$ cat src/rtl/mini_mcu_pkg.sv
/* mini MCU shared definitions
   address map, instruction field layout, opcodes and core states */
`default_nettype none

package mini_mcu_pkg;

  // byte address map
  localparam logic [31:0] RAM_BASE       = 32'h0000_0000;
  localparam logic [31:0] PERIPH_BASE    = 32'h0001_0000;
  localparam logic [31:0] EXIT_OFFSET    = 32'h0000_0000;
  localparam logic [31:0] SCRATCH_OFFSET = 32'h0000_0004;

  // instruction fields with bits 23:16 unused
  localparam int unsigned OPC_MSB = 31;
  localparam int unsigned OPC_LSB = 28;
  localparam int unsigned RD_MSB  = 27;
  localparam int unsigned RD_LSB  = 26;
  localparam int unsigned RS_MSB  = 25;
  localparam int unsigned RS_LSB  = 24;
  localparam int unsigned IMM_MSB = 15;
  localparam int unsigned IMM_LSB = 0;

  typedef enum logic [3:0] {
    OP_LDI  = 4'd0,
    OP_ADD  = 4'd1,
    OP_SUB  = 4'd2,
    OP_AND  = 4'd3,
    OP_XOR  = 4'd4,
    OP_LD   = 4'd5,
    OP_ST   = 4'd6,
    OP_BNZ  = 4'd7,
    OP_HALT = 4'd15
  } opcode_e;

  typedef enum logic [2:0] {
    CS_IDLE,
    CS_FETCH,
    CS_FWAIT,
    CS_EXEC,
    CS_MEM,
    CS_MWAIT,
    CS_HALT
  } core_state_e;

endpackage

`default_nettype wire
$ cat src/rtl/system_bus.sv
/* system bus
   fixed-priority arbiter, address decoder and response routing */
`timescale 1ns/1ps
`default_nettype none

module system_bus
  import mini_mcu_pkg::*;
#(
  parameter int unsigned MEM_WORDS = 256
) (
  input  logic        clk_i,
  input  logic        rst_n_i,

  input  logic        data_req_i,
  input  logic [31:0] data_addr_i,
  input  logic        data_we_i,
  input  logic [31:0] data_wdata_i,
  output logic        data_gnt_o,
  output logic        data_rvalid_o,
  output logic [31:0] data_rdata_o,

  input  logic        ext_req_i,
  input  logic [31:0] ext_addr_i,
  input  logic        ext_we_i,
  input  logic [31:0] ext_wdata_i,
  output logic        ext_gnt_o,
  output logic        ext_rvalid_o,
  output logic [31:0] ext_rdata_o,

  output logic        ram_req_o,
  output logic [31:0] ram_addr_o,
  output logic        ram_we_o,
  output logic [31:0] ram_wdata_o,
  input  logic        ram_gnt_i,
  input  logic        ram_rvalid_i,
  input  logic [31:0] ram_rdata_i,

  output logic        per_req_o,
  output logic [31:0] per_addr_o,
  output logic        per_we_o,
  output logic [31:0] per_wdata_o,
  input  logic        per_gnt_i,
  input  logic        per_rvalid_i,
  input  logic [31:0] per_rdata_i
);

  localparam logic [31:0] RAM_BYTES = 32'(4 * MEM_WORDS);

  logic        bus_req, bus_we, hit_ram, hit_per, tgt_gnt, granted;
  logic [31:0] bus_addr, bus_wdata;
  logic        resp_ram_q, resp_per_q, resp_miss_q, resp_ext_q;
  logic        resp_valid;
  logic [31:0] resp_rdata;

  // core data port always wins
  assign bus_req   = data_req_i | ext_req_i;
  assign bus_addr  = data_req_i ? data_addr_i : ext_addr_i;
  assign bus_we    = data_req_i ? data_we_i : ext_we_i;
  assign bus_wdata = data_req_i ? data_wdata_i : ext_wdata_i;

  assign hit_ram = (bus_addr - RAM_BASE) < RAM_BYTES;
  assign hit_per = (bus_addr[31:3] == PERIPH_BASE[31:3]);

  assign ram_req_o   = bus_req & hit_ram;
  assign ram_addr_o  = bus_addr;
  assign ram_we_o    = bus_we;
  assign ram_wdata_o = bus_wdata;

  assign per_req_o   = bus_req & hit_per;
  assign per_addr_o  = bus_addr;
  assign per_we_o    = bus_we;
  assign per_wdata_o = bus_wdata;

  // unmapped accesses are accepted immediately
  assign tgt_gnt = hit_ram ? ram_gnt_i : (hit_per ? per_gnt_i : 1'b1);
  assign granted = bus_req & tgt_gnt;

  assign data_gnt_o = data_req_i & tgt_gnt;
  assign ext_gnt_o  = ~data_req_i & ext_req_i & tgt_gnt;

  always_ff @(posedge clk_i) begin
    if (!rst_n_i) begin
      resp_ram_q  <= 1'b0;
      resp_per_q  <= 1'b0;
      resp_miss_q <= 1'b0;
      resp_ext_q  <= 1'b0;
    end else begin
      resp_ram_q  <= granted & hit_ram;
      resp_per_q  <= granted & hit_per;
      resp_miss_q <= granted & ~hit_ram & ~hit_per;
      resp_ext_q  <= ~data_req_i;
    end
  end

  assign resp_valid = (resp_ram_q & ram_rvalid_i) | (resp_per_q & per_rvalid_i) | resp_miss_q;
  assign resp_rdata = resp_ram_q ? ram_rdata_i : (resp_per_q ? per_rdata_i : '0);

  assign data_rvalid_o = resp_valid & ~resp_ext_q;
  assign ext_rvalid_o  = resp_valid & resp_ext_q;
  assign data_rdata_o  = resp_rdata;
  assign ext_rdata_o   = resp_rdata;

endmodule

`default_nettype wire

$ cat config.mk
export PLATFORM = sky130hd
export DESIGN_NAME = system_bus
export DESIGN_NICKNAME = d
export VERILOG_FILES = /design/src/rtl/mini_mcu_pkg.sv /design/src/rtl/system_bus.sv
export SDC_FILE = /design/constraint.sdc
export NUM_CORES = 1
export LEC_CHECK = 0
export ABC_AREA = 1
export BUFFER_PORTS_ARGS = -buffer_cell sky130_fd_sc_hd__buf_2
export CORE_AREA = 2 2 157 159
export CTS_BUF_LIST = sky130_fd_sc_hd__clkbuf_2
export CTS_CLUSTER_SIZE = 16
export DETAILED_ROUTE_END_ITERATION = 7
export DIE_AREA = 0 0 159 161
export HOLD_SLACK_MARGIN = 0.05
export PLACE_DENSITY = 0.44
export SYNTH_ARGS = -nofsm -noshare
export SYNTH_HDL_FRONTEND = slang
export SYNTH_SLANG_ARGS = --single-unit
$ cat constraint.sdc
create_clock -name clk_i -period 1.1 [get_ports clk_i]
set_input_delay 0.055 -clock clk_i [delete_from_list [all_inputs] [get_ports clk_i]]
set_output_delay 0.055 -clock clk_i [all_outputs]
set_load 0.02 [all_outputs]
==> reports/metrics.csv <==
stage,metric,value,unit
status,status,"complete, but fails checks",
status,violations,negative setup slack,
placement,port_buffers,401,
global_routing,overflow,0,
floorplanning,io-pin-count,402,
setup_path,crit_start,data_req_i,
clock_tree,clkTransAtPathRegs,0.06,ns
synth,syn_avg_cell_area,4.75,um2
setup_path,cp_data_required_time,1.04,ns
timing,rsz0062_at_grt,true,
timing,drv_slew,0,
synth,yosys_warnings,0,
cells_and_area,stdcell_area,6940,um2
synth,yosysMostFrequentCell,nand2_1,
synth,ys_seq_area_share,2.85,%
cells_and_area,nNetsFinal,1158,
floorplanning,rows,57,
power,p_comb_share,88.9,%
setup_path,path_cells,buf_16 -> clkbuf_16 -> nand2_1 -> nand2_4 -> nor2_4 -> nand3_4 -> nor2_4 -> nand3_2 -> nand2_4 -> nor2_4 -> buf_6,
clock_tree,clockBufferDepth,2,
timing,worst_slew_margin_rel,86.8,%
floorplanning,fp.dieArea,25600,um2
timing,setup_viol,72,
synth,synth_commonest_cells,"nand2_1 (296), buf_4 (100), inv_1 (82)",
hold_path,hold_path.class,in -> reg,
drt,wl_per_cell,13.7,um
drt,vias_per_cell,3.69,
timing,fin_setup_tns,-13.72,ns
drt,wl,17600,um
synth,syn_inst,593,
setup_path,critPathArrivalTime,1.30,ns
synth,synth_top_area_share,39.5,%
setup_path,crit_path_max_fanout,7,
clock_tree,cts.sinks,4,
setup_path,cpPeakStageDelay,0.17,ns
cells_and_area,final_cell_count_no_fill,1278,
power,power_frac_clock,5.4,%
drt,route.detailed.drc,0,
synth,yosys.area.top_type,nand2_1,
timing,setup_ws,-0.258,ns
synth,synth_edf_count,0,
synth,synth_nets,795,
power,switching_share,55.2,%
drt,drtAntennaViolNets,0,
floorplanning,core,24000,um2
setup_path,cp_top_family,simple AND/OR/NAND/NOR gates,
power,power_frac_seq,5.7,%
cells_and_area,antennaDiodeCount,0,
hold_path,hold_start,rst_n_i,
setup_path,slowest_stage,clkbuf_16,
synth,async_flop_share,0,%
synth,ys_seq_elements,4,
timing,period_minus_slack,1.36,ns
setup_path,crit_type,in -> out,
power,pwr_density_cell,372,nW/um2
global_routing,grt_pass1_vias,4734,
clock_tree,clockRootBuffer,clkbuf_2,
synth,ys_types,18,
clock_tree,cts-buffers-inserted,3,
setup_path,cpMostUsedCell,nor2_4,
global_routing,grt_pass1_wl,25400,um
synth,synthFlopType,dfxtp_1,
power,power_leakage,4.08,nW
timing,fmax,737,MHz
synth,syn_area,2810,um2
power,internal_power,1.16,mW
timing,hold_viol,0,
floorplanning,die_h,161,um
global_routing,track_usage,12.5,%
drt,drtPass1Iterations,4,
flow_run,maxCapViolations,0,
drt,vias,4719,
global_routing,grt_max_degree,40,
global_routing,antenna_found_initial,1,
clock_tree,cts_max_level,1,
power,p_switching,1.42,mW
drt,drt-initial-drc-count,135,
floorplanning,die_x,159,um
synth,netlist_top_cells_area,"nand2_1 (39%), buf_4 (27%), inv_1 (11%)",
clock_tree,cts_tree,yes,
setup_path,end_kind,primary output,
power,ir_drop,213,uV
placement,place_congestion,0.819,
timing,worstMarginPinSlew,0.198,ns
timing,period_share,123,%
placement,place_hpwl,13400,um
setup_path,crit_buf_inv,3,
placement,post_dp_cell_area,4980,um2
cells_and_area,drive_gt1_share,73.0,%
setup_path,start_kind,input port,
cells_and_area,areaGrowthSynthToFinish,147,%
floorplanning,initial_utilization,11.7,%
placement,dp.cells,1241,
[per-stage QoR]
step	util (%)	setup slack (ns)	power (mW)	hold WS, ns
floorplan	-	-0.0685	1.45	0.162
global placement	20.8	-0.551	2.15	0.340
detailed placement	20.8	-0.551	2.15	0.338
CTS	26.9	-0.300	2.46	0.0890
global route	29.0	-0.336	2.79	0.110
finish	29.0	-0.258	2.58	0.107
[sequential cells by signal, indices dropped and copies added, names as in the netlist]
register     cells
resp_ext_q       1
resp_miss_q      1
resp_per_q       1
resp_ram_q       1
[cell families after synthesis]
logic type | after synthesis | share of synthesized area, %
flops | 4 | 2.85
compound gates | 7 | 1.42
simple gates | 375 | 52.9
buf+inv | 207 | 42.8
[cell type report]
| type | instances | area [um2] |
|---|---|---|
| Clock buffer | 3 | 15.0 |
| Fill cell | 2617 | 17000 |
| Inverter | 83 | 338 |
| Multi-Input combinational cell | 382 | 2610 |
| Sequential cell | 4 | 87.6 |
| Tap cell | 324 | 405 |
| Timing Repair Buffer | 480 | 3460 |
| Timing Repair inverter | 2 | 27.5 |
[tightest hold or removal path, stage by stage]
cell and delay (ns):
buf_2 0.14, inv_1 0.05, nor2_1 0.03
[repair_timing]
action | in CTS | in global routing
pin swaps | 47 | 50
endpoints found under the setup margin | 149 | 149
buffers inserted | 19 | 9
gates resized for setup | 299 | 118
gates cloned | 10 | 2
hold buffers | 0 | 0
[routing by layer]
layer / up-vias / part of all wire [%] / track usage [%] / wire [um]
met4: 2 / 1.9 / 2.23 / 325
met5: - / 0.10 / 0 / 18
met1: 2097 / 38 / 14.0 / 6750
met3: 18 / 6.7 / 2.05 / 1170
met2: 241 / 53 / 24.8 / 9290
li1: 2361 / - / - / -
[placed cells by master (no fill, tap or decap)]
cell type / instances
inv_16: 1
nand3_1: 3
dfxtp_4: 2
nor2_1: 7
o21ai_2: 3
nand3_4: 11
dfxtp_1: 2
nand2_4: 64
buf_16: 8
inv_4: 1
nand3_2: 25
nor2_2: 9
o21ai_4: 3
buf_4: 47
nor2_4: 14
inv_12: 1
buf_6: 81
nand2_1: 165
buf_8: 5
inv_1: 77
buf_2: 326
a221o_1: 1
inv_8: 2
nand4_1: 3
nand2_2: 74
buf_12: 11
clkbuf_2: 3
inv_2: 3
clkbuf_16: 2
[worst paths after layout]
kind	slack [ns]	cells past startpoint	to
setup / recovery	-0.26	11	ext_gnt_o
hold / removal	0.11	3	resp_ext_q
[power groups by stage]
stage          registers [mW]  clock network (mW)  logic (mW)
2_1_floorplan           0.154                   0        1.30
3_3_place_gp            0.156                   0        1.99
3_5_place_dp            0.156                   0        1.99
4_1_cts                 0.148               0.158        2.15
5_1_grt                 0.148               0.160        2.48
6_report                0.148               0.138        2.29
No activity file was read; power rests on OpenSTA's default activity.
