[config.mk]
export PLATFORM = sky130hd
export DESIGN_NAME = mini_core
export DESIGN_NICKNAME = d
export VERILOG_FILES = /design/src/rtl/mini_mcu_pkg.sv /design/src/rtl/mini_core.sv /design/src/rtl/alu_execute.sv /design/src/rtl/instr_decode.sv
export SDC_FILE = /design/constraint.sdc
export NUM_CORES = 1
export LEC_CHECK = 0
export BUFFER_PORTS_ARGS = -buffer_cell sky130_fd_sc_hd__buf_2
export CORE_ASPECT_RATIO = 1.25
export CORE_MARGIN = 2
export CORE_UTILIZATION = 45
export DETAILED_ROUTE_END_ITERATION = 8
export SLEW_MARGIN = 0
export SYNTH_ARGS = -nofsm -noshare
export SYNTH_HDL_FRONTEND = slang
export SYNTH_HIERARCHICAL = 1
export SYNTH_SLANG_ARGS = --single-unit
[constraint.sdc]
create_clock -name clk_i -period 12.8 [get_ports clk_i]
set_clock_uncertainty 0.05 [all_clocks]
set_input_delay 0.64 -clock clk_i [delete_from_list [all_inputs] [get_ports clk_i]]
set_output_delay 0.64 -clock clk_i [all_outputs]
set_load 0.02 [all_outputs]
[src/rtl/mini_mcu_pkg.sv]
/* mini MCU shared definitions
   address map, instruction field layout, opcodes and core states */
`default_nettype none

package mini_mcu_pkg;

  // byte address map
  localparam logic [31:0] RAM_BASE       = 32'h0000_0000;
  localparam logic [31:0] PERIPH_BASE    = 32'h0001_0000;
  localparam logic [31:0] EXIT_OFFSET    = 32'h0000_0000;
  localparam logic [31:0] SCRATCH_OFFSET = 32'h0000_0004;

  // instruction fields with bits 23:16 unused
  localparam int unsigned OPC_MSB = 31;
  localparam int unsigned OPC_LSB = 28;
  localparam int unsigned RD_MSB  = 27;
  localparam int unsigned RD_LSB  = 26;
  localparam int unsigned RS_MSB  = 25;
  localparam int unsigned RS_LSB  = 24;
  localparam int unsigned IMM_MSB = 15;
  localparam int unsigned IMM_LSB = 0;

  typedef enum logic [3:0] {
    OP_LDI  = 4'd0,
    OP_ADD  = 4'd1,
    OP_SUB  = 4'd2,
    OP_AND  = 4'd3,
    OP_XOR  = 4'd4,
    OP_LD   = 4'd5,
    OP_ST   = 4'd6,
    OP_BNZ  = 4'd7,
    OP_HALT = 4'd15
  } opcode_e;

  typedef enum logic [2:0] {
    CS_IDLE,
    CS_FETCH,
    CS_FWAIT,
    CS_EXEC,
    CS_MEM,
    CS_MWAIT,
    CS_HALT
  } core_state_e;

endpackage

`default_nettype wire
[src/rtl/mini_core.sv]
/* small 32-bit load/store core
   state machine, register file and pc with instruction and data bus ports */
`timescale 1ns/1ps
`default_nettype none

module mini_core
  import mini_mcu_pkg::*;
#(
  parameter logic [31:0] BOOT_ADDR = 32'h0000_0040
) (
  input  logic        clk_i,
  input  logic        rst_n_i,
  input  logic        fetch_enable_i,

  output logic        instr_req_o,
  output logic [31:0] instr_addr_o,
  input  logic        instr_gnt_i,
  input  logic        instr_rvalid_i,
  input  logic [31:0] instr_rdata_i,

  output logic        data_req_o,
  output logic [31:0] data_addr_o,
  output logic        data_we_o,
  output logic [31:0] data_wdata_o,
  input  logic        data_gnt_i,
  input  logic        data_rvalid_i,
  input  logic [31:0] data_rdata_i
);

  core_state_e state_q, state_d;
  logic [31:0] pc_q;
  logic [31:0] ir_q;
  logic [31:0] rf_q [4];

  opcode_e     opcode;
  logic [1:0]  rd_idx, rs_idx;
  logic [31:0] imm;
  logic        is_mem, is_store, is_branch, is_halt;
  logic [31:0] rd_val, rs_val;
  logic [31:0] alu_result, mem_addr;
  logic        branch_taken;

  logic        rf_we;
  logic [31:0] rf_wdata;
  logic        pc_en;
  logic [31:0] pc_next;

  instr_decode instr_decode_i (
    .instr_i    (ir_q),
    .opcode_o   (opcode),
    .rd_o       (rd_idx),
    .rs_o       (rs_idx),
    .imm_o      (imm),
    .is_mem_o   (is_mem),
    .is_store_o (is_store),
    .is_branch_o(is_branch),
    .is_halt_o  (is_halt)
  );

  assign rd_val = rf_q[rd_idx];
  assign rs_val = rf_q[rs_idx];

  alu_execute alu_execute_i (
    .opcode_i      (opcode),
    .rd_val_i      (rd_val),
    .rs_val_i      (rs_val),
    .imm_i         (imm),
    .result_o      (alu_result),
    .mem_addr_o    (mem_addr),
    .branch_taken_o(branch_taken)
  );

  always_comb begin
    state_d = state_q;
    case (state_q)
      CS_IDLE:  if (fetch_enable_i) state_d = CS_FETCH;
      CS_FETCH: if (instr_gnt_i) state_d = CS_FWAIT;
      CS_FWAIT: if (instr_rvalid_i) state_d = CS_EXEC;
      CS_EXEC: begin
        if (is_halt) state_d = CS_HALT;
        else if (is_mem) state_d = CS_MEM;
        else state_d = CS_FETCH;
      end
      CS_MEM:   if (data_gnt_i) state_d = CS_MWAIT;
      CS_MWAIT: if (data_rvalid_i) state_d = CS_FETCH;
      default:  state_d = CS_HALT;
    endcase
  end

  // result write-back and pc update
  always_comb begin
    rf_we    = 1'b0;
    rf_wdata = alu_result;
    pc_en    = 1'b0;
    pc_next  = pc_q + 32'd4;
    if (state_q == CS_EXEC && !is_halt && !is_mem) begin
      rf_we = !is_branch;
      pc_en = 1'b1;
      if (is_branch && branch_taken) pc_next = imm;
    end else if (state_q == CS_MWAIT && data_rvalid_i) begin
      rf_we    = !is_store;
      rf_wdata = data_rdata_i;
      pc_en    = 1'b1;
    end
  end

  always_ff @(posedge clk_i) begin
    if (!rst_n_i) begin
      state_q <= CS_IDLE;
      pc_q    <= BOOT_ADDR;
      for (int i = 0; i < 4; i++) begin
        rf_q[i] <= '0;
      end
    end else begin
      state_q <= state_d;
      if (pc_en) pc_q <= pc_next;
      if (rf_we) rf_q[rd_idx] <= rf_wdata;
    end
  end

  // instruction register
  always_ff @(posedge clk_i) begin
    if (state_q == CS_FWAIT && instr_rvalid_i) ir_q <= instr_rdata_i;
  end

  assign instr_req_o  = (state_q == CS_FETCH);
  assign instr_addr_o = pc_q;

  assign data_req_o   = (state_q == CS_MEM);
  assign data_addr_o  = mem_addr;
  assign data_we_o    = is_store;
  assign data_wdata_o = rd_val;

endmodule

`default_nettype wire

[src/rtl/alu_execute.sv]
/* execute stage
   register arithmetic, load/store address and branch decision */
`timescale 1ns/1ps
`default_nettype none

module alu_execute
  import mini_mcu_pkg::*;
(
  input  opcode_e     opcode_i,
  input  logic [31:0] rd_val_i,
  input  logic [31:0] rs_val_i,
  input  logic [31:0] imm_i,
  output logic [31:0] result_o,
  output logic [31:0] mem_addr_o,
  output logic        branch_taken_o
);

  always_comb begin
    case (opcode_i)
      OP_LDI:  result_o = imm_i;
      OP_ADD:  result_o = rd_val_i + rs_val_i;
      OP_SUB:  result_o = rd_val_i - rs_val_i;
      OP_AND:  result_o = rd_val_i & rs_val_i;
      OP_XOR:  result_o = rd_val_i ^ rs_val_i;
      default: result_o = '0;
    endcase
  end

  // effective address for ld/st
  assign mem_addr_o = rs_val_i + imm_i;

  assign branch_taken_o = (rd_val_i != '0);

endmodule

`default_nettype wire

[src/rtl/instr_decode.sv]
/* instruction decoder
   splits an instruction word into fields and classifies it */
`timescale 1ns/1ps
`default_nettype none

module instr_decode
  import mini_mcu_pkg::*;
(
  input  logic [31:0] instr_i,
  output opcode_e     opcode_o,
  output logic [1:0]  rd_o,
  output logic [1:0]  rs_o,
  output logic [31:0] imm_o,
  output logic        is_mem_o,
  output logic        is_store_o,
  output logic        is_branch_o,
  output logic        is_halt_o
);

  logic [3:0] opc_raw;

  assign opc_raw = instr_i[OPC_MSB:OPC_LSB];

  // unknown encodings stop the core
  always_comb begin
    case (opc_raw)
      OP_LDI, OP_ADD, OP_SUB, OP_AND, OP_XOR,
      OP_LD, OP_ST, OP_BNZ: opcode_o = opcode_e'(opc_raw);
      default:              opcode_o = OP_HALT;
    endcase
  end

  assign rd_o  = instr_i[RD_MSB:RD_LSB];
  assign rs_o  = instr_i[RS_MSB:RS_LSB];
  assign imm_o = 32'(instr_i[IMM_MSB:IMM_LSB]);

  assign is_mem_o    = (opcode_o == OP_LD) || (opcode_o == OP_ST);
  assign is_store_o  = (opcode_o == OP_ST);
  assign is_branch_o = (opcode_o == OP_BNZ);
  assign is_halt_o   = (opcode_o == OP_HALT);

endmodule

`default_nettype wire

==> flow_summary_export.csv <==
group,metric,value,unit
place,portBuffers,161,
finish,antennaDiodeCount,0,
detailed_routing,drt_iter0_drc,1342,
detailed_routing,routed-via-count,12000,
sta,final_hold_viol_count,0,
place,placed_cell_area,15300,um2
detailed_routing,drt_pass1_iterations,7,
place,post-dp-hpwl,32100,um
cts,numCtsBuffers,17,
synth,synth_area,14400,um2
floorplan,ioPinCount,170,
global_route,globalRouteTotalUtil,26.0,%
cts,cts-root-buf,"clkbuf_16",
power,leakage,6.42,nW
cts,clockBufferDepth,2,
sta,worst_pin_slew,1.13,ns
global_route,antenna_found_initial,0,
sta,rsz0062_at_grt,"false",
floorplan,core,31700,um2
place,place.gp.congestion,0.937,
global_route,gr-total-overflow,0,
synth,netlist_instances,1429,
cts,post_cts_buffers,0,
cts,clk_pin_slew_worst_paths,0.08,ns
floorplan,start_util,45.4,%
sta,setup_violations,0,
sta,setup_slack,6.60,ns
detailed_routing,wl_met1,18600,um
finish,mostFrequentLayoutCells,"192 x nor2_1, 161 x buf_2, 152 x edfxtp_1",
cts,cts_resized,0,
place,pre_cts_ws,6.62,ns
synth,avgSynthCellArea,10.1,um2
detailed_routing,drcViolationCount,0,
sta,min_period_over_period,48.4,%
power,p_per_area,101,nW/um2
cts,cts_sinks,187,
floorplan,dieWidth,164,um
detailed_routing,wl_met2,20800,um
finish,drive_above_1_share,20.2,%
floorplan,rows,73,
global_route,grt_max_degree,42,
floorplan,die_y,204,um
cts,tritoncts,"built",
cts,htreeDepth,4,
critical_path,crit_type,"flip-flop to flip-flop",
critical_path,crit_arrival,6.34,ns
sta,fmax,161,MHz
sta,finalCriticalPeriod,6.20,ns
detailed_routing,top_layer_used,"met4",
sta,slew_violations,0,
finish,fin_util,50.3,%
sta,max-slew-margin-rel,24.4,%
power,ir_drop,0.0000948,V
detailed_routing,final_antenna_net_count,0,
detailed_routing,wl_per_cell,22.4,um
global_route,grt_pass1_wl,66000,um
cts,clk_latency,0.45,ns
run_status,status,"completed",
cts,ctsHoldBuffers,0,
global_route,grt_pass1_vias,11600,
sta,tns,0,ns
detailed_routing,wl_met3,2790,um
finish,fin_nets,1692,
critical_path,endpoint_kind,"flip-flop",
finish,final_common_cell,"nor2_1",
critical_path,cp.required,12.94,ns
detailed_routing,wirelength,43700,um
job,maxCapViolCount,0,
critical_path,start_kind,"flip-flop",
floorplan,die_area,33400,um2
finish,area_growth_syn_to_layout,10.9,%
detailed_routing,avgViaCountPerCell,6.14,
hold_path,hold_path.class,"input pin to flip-flop",
synth,yosys_warnings,6,
finish,fin_area,16000,um2
critical_path,critPathMaxFanout,32,
-- through the flow --
stage	hold WS (ns)	power, mW	instances
2_1_floorplan	0.483	0.947	1444
3_3_place_gp	0.402	1.04	1916
4_1_cts	0.297	1.61	1948
5_1_grt	0.297	1.67	1948
6_report	0.309	1.61	1948
3_5_place_dp	0.403	1.04	1916
-- final cells by class --
type,count,area (um2)
inverter,28,105
multi-input combinational,1106,8470
clock inverter,15,203
timing repair buffer,183,971
tap,412,515
clock buffer,17,425
fill,2942,15700
sequential,187,5270
-- registers in the layout, indices dropped and copies added (netlist names) --
register / cells
instr_addr_o: 32
state_q: 3
rf_q: 128
ir_q: 24
-- final timing paths --
check	start	end	slack, ns	cells after the start
max	ir_q[24]	rf_q[2][31]	6.60	20
min	instr_rdata_i[1]	ir_q[1]	0.31	1
max reg2reg	ir_q[24]	rf_q[2][31]	6.60	20
min reg2reg	instr_addr_o[0]	instr_addr_o[0]	0.41	2
-- critical path: stages, from the launching register on --
cell      delay [ns]
edfxtp_1        0.32
buf_4           0.54
mux4_2          0.67
inv_1           0.15
ha_1            0.21
nand2_1         0.06
nor2_1          0.27
nand2_1         0.18
nor4_1          0.49
inv_1           0.18
o21a_1          0.23
xnor2_1         0.13
ha_1            0.49
nand2_1         0.21
nor4_1          0.28
a21oi_1         0.22
o31ai_1         0.41
xnor2_1         0.16
o21ai_1         0.11
mux2i_1         0.46
nor2_1          0.09
-- layer usage --
metal | GRT usage (%) | vias to the layer above
met1 | 34.6 | 5812
li1 | - | 5635
met2 | 42.8 | 443
met3 | 3.63 | 75
met5 | 0 | -
met4 | 10.4 | 0
-- report_power, final --
| group | switching [mW] | internal, mW | leakage, nW |
|---|---|---|---|
| Sequential | 0.0142 | 0.675 | 1.82 |
| Clock | 0.273 | 0.301 | 0.304 |
| Combinational | 0.217 | 0.131 | 4.29 |
| Total | 0.504 | 1.11 | 6.42 |
No activity file was read; power rests on OpenSTA's default activity.
