File: config.mk
export PLATFORM = sky130hd
export DESIGN_NAME = peripheral_subsystem
export DESIGN_NICKNAME = d
export VERILOG_FILES = /design/src/rtl/mini_mcu_pkg.sv /design/src/rtl/peripheral_subsystem.sv
export SDC_FILE = /design/constraint.sdc
export NUM_CORES = 1
export LEC_CHECK = 0
export ABC_CLOCK_PERIOD_IN_PS = 1800
export BUFFER_PORTS_ARGS = -buffer_cell sky130_fd_sc_hd__buf_4
export CORE_AREA = 3 3 96 98
export DETAILED_ROUTE_END_ITERATION = 8
export DIE_AREA = 0 0 99 101
export GPL_ROUTABILITY_DRIVEN = 1
export PLACE_DENSITY = 0.73
export SLEW_MARGIN = 25
export SYNTH_ARGS = -nofsm -noshare
export SYNTH_HDL_FRONTEND = slang
export SYNTH_SLANG_ARGS = --single-unit
File: constraint.sdc
create_clock -name clk_i -period 1.8 [get_ports clk_i]
set_input_delay 0.18 -clock clk_i [delete_from_list [all_inputs] [get_ports clk_i]]
set_output_delay 0.18 -clock clk_i [all_outputs]
set_load 0.01 [all_outputs]
File: src/rtl/mini_mcu_pkg.sv
/* mini MCU shared definitions
   address map, instruction field layout, opcodes and core states */
`default_nettype none

package mini_mcu_pkg;

  // byte address map
  localparam logic [31:0] RAM_BASE       = 32'h0000_0000;
  localparam logic [31:0] PERIPH_BASE    = 32'h0001_0000;
  localparam logic [31:0] EXIT_OFFSET    = 32'h0000_0000;
  localparam logic [31:0] SCRATCH_OFFSET = 32'h0000_0004;

  // instruction fields with bits 23:16 unused
  localparam int unsigned OPC_MSB = 31;
  localparam int unsigned OPC_LSB = 28;
  localparam int unsigned RD_MSB  = 27;
  localparam int unsigned RD_LSB  = 26;
  localparam int unsigned RS_MSB  = 25;
  localparam int unsigned RS_LSB  = 24;
  localparam int unsigned IMM_MSB = 15;
  localparam int unsigned IMM_LSB = 0;

  typedef enum logic [3:0] {
    OP_LDI  = 4'd0,
    OP_ADD  = 4'd1,
    OP_SUB  = 4'd2,
    OP_AND  = 4'd3,
    OP_XOR  = 4'd4,
    OP_LD   = 4'd5,
    OP_ST   = 4'd6,
    OP_BNZ  = 4'd7,
    OP_HALT = 4'd15
  } opcode_e;

  typedef enum logic [2:0] {
    CS_IDLE,
    CS_FETCH,
    CS_FWAIT,
    CS_EXEC,
    CS_MEM,
    CS_MWAIT,
    CS_HALT
  } core_state_e;

endpackage

`default_nettype wire
File: src/rtl/peripheral_subsystem.sv
/* peripheral block
   exit register with sticky valid flag, plus a scratch register */
`timescale 1ns/1ps
`default_nettype none

module peripheral_subsystem
  import mini_mcu_pkg::*;
(
  input  logic        clk_i,
  input  logic        rst_n_i,

  input  logic        per_req_i,
  input  logic [31:0] per_addr_i,
  input  logic        per_we_i,
  input  logic [31:0] per_wdata_i,
  output logic        per_gnt_o,
  output logic        per_rvalid_o,
  output logic [31:0] per_rdata_o,

  output logic [31:0] exit_value_o,
  output logic        exit_valid_o
);

  logic [2:0]  offset;
  logic        sel_exit, sel_scratch;
  logic [31:0] scratch_q;

  // word offset inside the peripheral window
  assign offset      = {per_addr_i[2], 2'b00};
  assign sel_exit    = (offset == EXIT_OFFSET[2:0]);
  assign sel_scratch = (offset == SCRATCH_OFFSET[2:0]);

  assign per_gnt_o = per_req_i;

  always_ff @(posedge clk_i) begin
    if (!rst_n_i) begin
      exit_value_o <= '0;
      exit_valid_o <= 1'b0;
      per_rvalid_o <= 1'b0;
    end else begin
      per_rvalid_o <= per_req_i;
      if (per_req_i && per_we_i && sel_exit) begin
        exit_value_o <= per_wdata_i;
        exit_valid_o <= 1'b1;
      end
    end
  end

  always_ff @(posedge clk_i) begin
    if (per_req_i && per_we_i && sel_scratch) scratch_q <= per_wdata_i;
    if (per_req_i) per_rdata_o <= sel_exit ? exit_value_o : scratch_q;
  end

endmodule

`default_nettype wire

==> results of run 1 <==
[cell families after synthesis]
family	synth area share, %
flops	71.2
simple gates	7.16
mux	18.6
buf+inv	2.81
compound gates	0.205
[flip-flops by register name (all words and copies together), names as in the netlist]
signal,flops
per_rdata_o,32
scratch_q,32
exit_value_o,32
per_rvalid_o,1
exit_valid_o,1
[Yosys cell counts]
master    number  area share, %
nand2_1       64            6.6
and3b_1        1           0.24
buf_4          2           0.41
buf_1          1           0.10
mux2_2        32            9.9
dfxtp_1       34             19
and3_1         1           0.17
o21a_1         1           0.21
buf_2          4           0.55
buf_6          4            1.2
mux2i_1       32            8.8
edfxtp_1      64             53
and2_1         1           0.17
clkbuf_1       5           0.51
[timing repair]
action | CTS | global route
hold buffers | 23 | 9
buffers inserted | 0 | 0
hold endpoints to repair | 23 | 9
[report_power, final]
part	total (uW)	switching, uW	leakage [uW]	internal (uW)
clock	1520	729	0.000107	789
combinational	476	211	0.00104	265
sequential	2550	40.5	0.000895	2510
total	4550	980	0.00205	3570
[per-layer routing]
metal / vias up / global-route usage, %
met4: 0 / 4.10
li1: 1139 / -
met1: 1130 / 19.3
met2: 65 / 26.3
met3: 2 / 5.47
met5: - / 0
[how the worst max path moves through the flow]
stage                          startpoint          endpoint  depth (start not counted)
after detailed placement    per_addr_i[2]  exit_value_o[15]                          4
after floorplan             per_addr_i[2]      scratch_q[0]                          3
after global routing      per_rdata_o[23]   per_rdata_o[23]                          1
after global placement      per_addr_i[2]   exit_value_o[4]                          4
final                     per_rdata_o[23]   per_rdata_o[23]                          1
after CTS                 per_rdata_o[23]   per_rdata_o[23]                          1
[area by class of cell]
class / instances / area [sq um] / share of cell area, %
Sequential cell: 98 / 2600 / 51.4
Timing Repair Buffer: 141 / 1150 / 22.8
Multi-Input combinational cell: 132 / 952 / 18.8
Tap cell: 108 / 135 / 2.67
Clock buffer: 10 / 128 / 2.52
Clock inverter: 6 / 90.1 / 1.78
[stage by stage]
step / cells / power [uW]
final: 495 / 4550
after detailed placement: 447 / 3030
after floorplan: 246 / 2790
after global placement: 447 / 3020
after CTS: 486 / 4580
after global routing: 495 / 4750
==> summary.md, run 1 <==
| Metric | Value |
|---|---|
| Slew Viols, Final | `0` |
| Root Driver | `clkbuf_8` |
| Worst EP required | `1.62 ns` |
| Share of the clock period used by the worst path | `60.5%` |
| FF+latch count, synth | `98` |
| DRC Markers | `0` |
| Slew margin rel. | `55.5%` |
| Synth Cell Area | `about 3700 sq um` |
| Top routing layer used | `met4` |
| Placeable Area | `8550 sq um` |
| Synth-to-Final Area Change | `38.4%` |
| Die span in y | `101 um` |
| Seq/Total Area, Yosys | `between 70% and 80%` |
| Worst r2r dst | `per_rdata_o[31]` |
| RePlAce Congestion | `0.669` |
| Final min period | `around 1.1 ns` |
| Hold slack | `between 0.15 and 0.2 ns` |
| Post-Route WL | `7540 um` |
| Leakage Power | `0.00205 uW` |
| Layout fillers | `679` |
| TritonCTS clock tree | `built` |
| Hold WC Path Type | `input pin to register` |
| Count of different cell masters after synthesis | `14` |
| Commonest non-fill, non-tap cell in the layout | `buf_4` |
| DR pass1 iterations | `4` |
| Final Hold Fails | `0` |
| WHS Endpoint | `per_rdata_o[21]` |
| First-pass GRT wire length | `12100 um` |
| Clock Skew | `0.00968 ns` |
| Diode count | `0` |
| Clock slew at reported path FFs | `0.09 ns` |
| Finish-stage setup viols | `0` |
| # port buffers | `103` |
| Number of synthesis warnings | `0` |
| Die ar. | `10000 sq um` |
| # rows | `34` |
| RSZ-0062 raised after global routing | `no` |
| M1 WL | `3140 um` |
| Status | `complete, no violations` |
| FMAX | `between 900 and 1000 MHz` |
| DRT iter0 DRCs | `56` |
| Power Density | `899 nW/um^2` |
| R2R Path Start | `scratch_q[31]` |
| Mapped Nets | `314` |
| Final worst setup slack | `0.711 ns` |
| DP Area | `4520 sq um` |
| Share of post-route cells with drive strength above 1 | `between 40% and 50%` |
| Crit Path Class | `register to primary output` |
| Crit-path slowest cell | `edfxtp_1` |
| Vias | `2336` |
| Actual slew at the worst max-slew pin | `0.668 ns` |
| Pre-CTS setup slack | `0.518 ns` |
| Post-route cell area | `5060 sq um` |
| Post-DP HPWL | `4750 um` |
| Worst skew pair latency | `0.35 ns` |
| Buf/Inv on CP | `1` |
| # nets final | `450` |
| Worst VDD drop | `0.392 mV` |
| Number of vias per cell | `4.72` |
| Final ANT Viol Nets | `0` |
| Max-cap violations | `0` |
| I/O pins | `between 100 and 150` |
| Post-DR wirelength/cell | `15.2 um` |
| Most frequent cells in the layout | `buf_4 (108), nand2_1 (64), edfxtp_1 (64), dfxtp_1 (34)` |
| Hold Path Depth | `1` |
| Top delay family on crit path | `flip-flops` |
| Largest net degree at the start of global routing | `67` |
| Met2 wire len | `~3900 um` |
| Sink Count | `98` |
| CP Cell Sequence | `buf_4` |
| Grt total ovfl | `0` |
| R2R cell count | `1` |
| Wire length on met3 | `444 um` |
| Crit Path Max Fanout | `1` |
| Clock tree buffer depth | `2` |
| Vias in the first global route | `2378` |
| CP Capture Type | `primary output` |
| Cells after synthesis | `246` |
| R2r setup slk | `0.91 ns` |
| Synth Area per Inst | `14.9 sq um` |
| Initial core utilization | `42.7%` |
| Crit path launch type | `register` |
| CTS resizes | `0` |
| Setup TNS | `0 ns` |
| Die W | `99 um` |
| Crit path largest cell delay | `0.40 ns` |
| Critical Path AT | `0.91 ns` |
| Initial antenna violation count | `0` |
| Total GRT Usage | `15.6%` |
| # H-tree levels | `3` |
| Hold wc startpoint | `per_req_i` |
| TritonCTS Buffers | `9` |
| Final Util | `59.2%` |
(Power assumes the default switching activity.)
==> run 2, diff against run 1 <==
ABC_CLOCK_PERIOD_IN_PS = 940   (was 1800)
clock period = 0.94 ns   (was 1.8 ns; I/O delays follow)
==> summary.md, run 2 (synthesis results as in run 1) <==
| Metric | Value |
|---|---|
| Status | `finished with violations` |
| Failing checks | `setup timing` |
| Crit Path Class | `register to primary output` |
| Max-cap violations | `0` |
| GRT busiest layer | `met2` |
| R2R Path Start | `scratch_q[6]` |
| Die span in y | `around 100 um` |
| Crit. Startpoint | `per_rdata_o[6]` |
| Clock slew at reported path FFs | `0.10 ns` |
| Post-Route WL | `7940 um` |
| Share of the clock period used by the worst path | `107%` |
| Buf/Inv on CP | `1` |
| Number of vias per cell | `4.75` |
| Initial antenna violation count | `0` |
| Comb pwr share | `12.6%` |
| Leakage Power | `0.00217 uW` |
| TritonCTS Buffers | `9` |
| Die ar. | `10000 sq um` |
| RePlAce Congestion | `0.707` |
| DR pass1 iterations | `4` |
| Finish-stage setup viols | `32` |
| Hold wc startpoint | `per_req_i` |
| Clock share of power | `29.2%` |
| DRT iter0 DRCs | `57` |
| Int Pwr | `6450 uW` |
| Worst skew pair latency | `0.35 ns` |
| Post-route cell area | `5450 sq um` |
| Actual slew at the worst max-slew pin | `about 0.30 ns` |
| Post-DR wirelength/cell | `15.7 um` |
| Pre-CTS setup slack | `-0.118 ns` |
| Slew Viols, Final | `0` |
| Switching Power | `roughly 2000 uW` |
| Final Util | `63.8%` |
| Setup TNS | `-1.26 ns` |
| First-pass GRT wire length | `12600 um` |
| Die W | `roughly 99 um` |
| RSZ-0062 raised after global routing | `yes` |
| DRC Markers | `0` |
| Top delay family on crit path | `flip-flops` |
| Design Power | `8460 uW` |
| Clock tree buffer depth | `2` |
| Power Density | `1550 nW/um^2` |
| Share of post-route cells with drive strength above 1 | `slightly above 50%` |
| Vias in the first global route | `2511` |
| Synth-to-Final Area Change | `49.2%` |
| Global Route met1 Usage | `20.5%` |
| M3 GR Usage | `under 10%` |
| CP Cell Sequence | `buf_6` |
| DP Area | `4680 sq um` |
| Worst VDD drop | `0.783 mV` |
| Crit Path Max Fanout | `1` |
| Root Driver | `clkbuf_8` |
| # rows | `34` |
| Clock Skew | `about 0.0082 ns` |
| Largest net degree at the start of global routing | `41` |
| Worst EP required | `about 0.85 ns` |
| Final ANT Viol Nets | `0` |
| Placeable Area | `approximately 8600 sq um` |
| # nets final | `between 400 and 500` |
| I/O pins | `135` |
| Post-DP HPWL | `5160 um` |
| Hold WC Path Type | `input pin to register` |
| Initial core utilization | `roughly 43%` |
| Total GRT Usage | `16.6%` |
| Grt total ovfl | `0` |
| CP Capture Type | `primary output` |
| Final Hold Fails | `0` |
| Routing usage on met2 | `between 20% and 30%` |
| Crit-path slowest cell | `edfxtp_1` |
| # H-tree levels | `3` |
| Biggest regs | `exit_value_o (32), per_rdata_o (32), scratch_q (32)` |
| # port buffers | `a little over 100` |
| Seq pwr share | `approximately three fifths` |
| Vias | `2394` |
| Crit path largest cell delay | `0.42 ns` |
| Slew margin rel. | `roughly 80%` |
| Crit path launch type | `register` |
| Final min period | `1.01 ns` |
| Diode count | `0` |
| FMAX | `991 MHz` |
| Sink Count | `98` |
| Critical Path AT | `0.91 ns` |
| TritonCTS clock tree | `built` |
| Switching part of the total | `23.7%` |
| Final worst setup slack | `-0.0689 ns` |
| Most frequent cells in the layout | `nand2_1 (64), edfxtp_1 (64), buf_6 (59), buf_4 (50), dfxtp_2 (33)` |
-- run 2: changes by cell type in the layout (fill, tap and decap cells not counted), sizes merged --
| cell | previous run | this run |
|---|---|---|
| buf | 109 | 118 |
| bufinv | 2 | 0 |
| clkbuf | 10 | 9 |
| clkinv | 2 | 3 |
| clkinvlp | 1 | 2 |
| inv | 1 | 2 |
-- run 2: path summary, 6_finish.rpt --
path         slack, ns  cells past startpoint          endpoint
min reg2reg       0.48                      2  exit_value_o[15]
max              -0.07                      1    per_rdata_o[6]
max reg2reg       0.05                      1    per_rdata_o[6]
min               0.12                      2    per_rdata_o[0]
-- run 2: layout make-up --
type,count,area [sq um]
fill,659,3100
sequential,98,2640
timing repair buffer,150,1540
multi-input combinational,132,956
tap,108,135
clock buffer,9,124
clock inverter,7,53.8
-- run 2: layer usage --
| layer | vias to the layer above | wire length, um | part of all wire [%] |
|---|---|---|---|
| met5 | - | 0 | 0 |
| met4 | 0 | 127 | 1.6 |
| met3 | 11 | 460 | 5.8 |
| met2 | 78 | 4090 | 52 |
| met1 | 1146 | 3260 | 41 |
| li1 | 1159 | - | - |
-- run 2: timing repair --
item	4_1_cts	5_1_grt
buffers inserted	1	0
endpoints found under the hold margin	63	0
endpoints found under the setup margin	64	65
hold buffers	32	0
gates resized for setup	76	16
-- run 2: through the flow --
step,instances,hold slack (ns)
finish,504,0.123
global route,504,0.108
CTS,504,0.101
detailed placement,455,0.283
global placement,455,0.281
floorplan,246,0.193
-- run 2: power groups by stage --
stage | Clock (uW) | Combinational, uW | Sequential, uW
2_1_floorplan | 0 | 305 | 5050
3_3_place_gp | 0 | 869 | 4980
3_5_place_dp | 0 | 891 | 4990
4_1_cts | 2550 | 1050 | 4920
5_1_grt | 2710 | 1150 | 4950
6_report | 2470 | 1060 | 4930
==> run 3, diff against run 2 <==
RECOVER_POWER = 25   (was unset)
==> summary.md, run 3 (synthesis results as in run 1) <==
| Metric | Value |
|---|---|
| Buf/Inv on CP | `3` |
| Status | `finished with violations` |
| Root Driver | `clkbuf_8` |
| RePlAce Congestion | `0.707` |
| Die ar. | `roughly 10000 sq um` |
| Post-DR wirelength/cell | `15.8 um` |
| Leakage Power | `roughly 0.0022 uW` |
| Pre-CTS setup slack | `-0.118 ns` |
| Die W | `99 um` |
| Synth-to-Final Area Change | `48.4%` |
| Number of vias per cell | `around 4.8` |
| # port buffers | `103` |
| Critical Path AT | `0.92 ns` |
| Final min period | `1.02 ns` |
| Crit-path slowest cell | `clkbuf_2` |
| FMAX | `a little under 1000 MHz` |
| Crit path largest cell delay | `0.37 ns` |
| TritonCTS Buffers | `9` |
| Max-cap violations | `0` |
| Diode count | `0` |
| Crit Path Max Fanout | `11` |
| Grt total ovfl | `0` |
| Finish-stage setup viols | `33` |
| R2R cell count | `1` |
| CP Cell Sequence | `clkbuf_1, clkbuf_2, buf_4` |
| Crit path launch type | `input pin` |
| Hold WC Path Type | `input pin to register` |
| Slew margin rel. | `roughly 78%` |
| Initial antenna violation count | `0` |
| Slew Viols, Final | `0` |
| Post-Route WL | `7960 um` |
| Largest net degree at the start of global routing | `41` |
| # rows | `34` |
| Initial core utilization | `42.7%` |
| Actual slew at the worst max-slew pin | `~0.34 ns` |
| Worst skew pair latency | `0.36 ns` |
| Share of the clock period used by the worst path | `108%` |
| Sink Count | `between 90 and 100` |
| Clock slew at reported path FFs | `0.09 ns` |
| CP Capture Type | `primary output` |
| TritonCTS clock tree | `built` |
| Share of post-route cells with drive strength above 1 | `50.0%` |
| Failing checks | `setup timing` |
| Clock Skew | `0.00975 ns` |
| Total GRT Usage | `16.6%` |
| Vias | `2401` |
| Final Util | `63.4%` |
| Worst VDD drop | `between 0.7 and 0.8 mV` |
| Clock tree buffer depth | `2` |
| DRT iter0 DRCs | `66` |
| Final worst setup slack | `-0.0770 ns` |
| # H-tree levels | `3` |
| Final ANT Viol Nets | `0` |
| DR pass1 iterations | `4` |
| Die span in y | `101 um` |
| Top delay family on crit path | `buffers and inverters` |
| Final Hold Fails | `0` |
| Critical path depth | `3` |
| Placeable Area | `8550 sq um` |
| DRC Markers | `0` |
| First-pass GRT wire length | `12600 um` |
| Power Density | `1560 nW/um^2` |
| I/O pins | `135` |
| Most frequent cells in the layout | `nand2_1 (64), edfxtp_1 (64), buf_6 (59), buf_4 (46), dfxtp_2 (33)` |
| Biggest regs | `exit_value_o (32), per_rdata_o (32), scratch_q (32)` |
| Crit Path Class | `input pin to primary output` |
| Hold Path Depth | `2` |
| # nets final | `between 400 and 500` |
| Post-DP HPWL | `5160 um` |
| Vias in the first global route | `2511` |
| RSZ-0062 raised after global routing | `yes` |
| Worst EP required | `between 0.8 and 0.9 ns` |
## run 3: changes by cell type in the layout (fill, tap and decap cells not counted), sizes merged
cell and change:
clkbuf +5, buf -5
## run 3: through the flow
stage / area, sq um / power [uW] / hold slack [ns] / cells / TNS [ns]
after floorplan: 3670 / 5360 / 0.193 / 246 / -4.10
after global placement: 4680 / 5850 / 0.281 / 455 / -4.81
after detailed placement: 4680 / 5890 / 0.283 / 455 / -6.67
after CTS: 5400 / 8520 / 0.101 / 504 / -2.08
after global routing: 5420 / 8800 / 0.148 / 504 / -3.46
final: 5420 / 8450 / 0.167 / 504 / -1.35
## run 3: final timing paths
kind | slack (ns) | end | from
min | 0.17 | per_rdata_o[0] | per_addr_i[2]
max reg2reg | 0.04 | per_rdata_o[6] | scratch_q[6]
min reg2reg | 0.48 | exit_value_o[15] | exit_value_o[15]
max | -0.08 | per_gnt_o | per_req_i
## run 3: layer usage
layer	track usage, %	part of all wire, %	vias to the layer above
met5	0	0	-
met4	6.30	1.6	0
met3	4.15	6.3	11
met2	28.0	52	80
met1	20.5	41	1151
li1	-	-	1159
## run 3: repair_timing
action / 4_1_cts / 5_1_grt
gates resized for setup: 76 / 16
buffers inserted: 1 / 0
setup endpoints to repair: 64 / 65
hold buffers: 32 / 0
cloned: 0 / 0
hold endpoints to repair: 63 / 0
## run 3: cell type report
cell class | count | area, sq um
clock inverters | 7 | 53.8
multi-input cells | 132 | 951
clock buffers | 9 | 124
fillers | 665 | 3130
flip-flops and latches | 98 | 2640
well taps | 108 | 135
repair buffers | 150 | 1520
## run 3: power breakdown
| part | leakage (uW) | internal, uW | total (uW) | switching (uW) |
|---|---|---|---|---|
| Clock | 0.0000875 | 985 | 2470 | 1490 |
| Sequential | 0.000911 | 4830 | 4930 | 104 |
| Combinational | 0.00116 | 630 | 1050 | 419 |
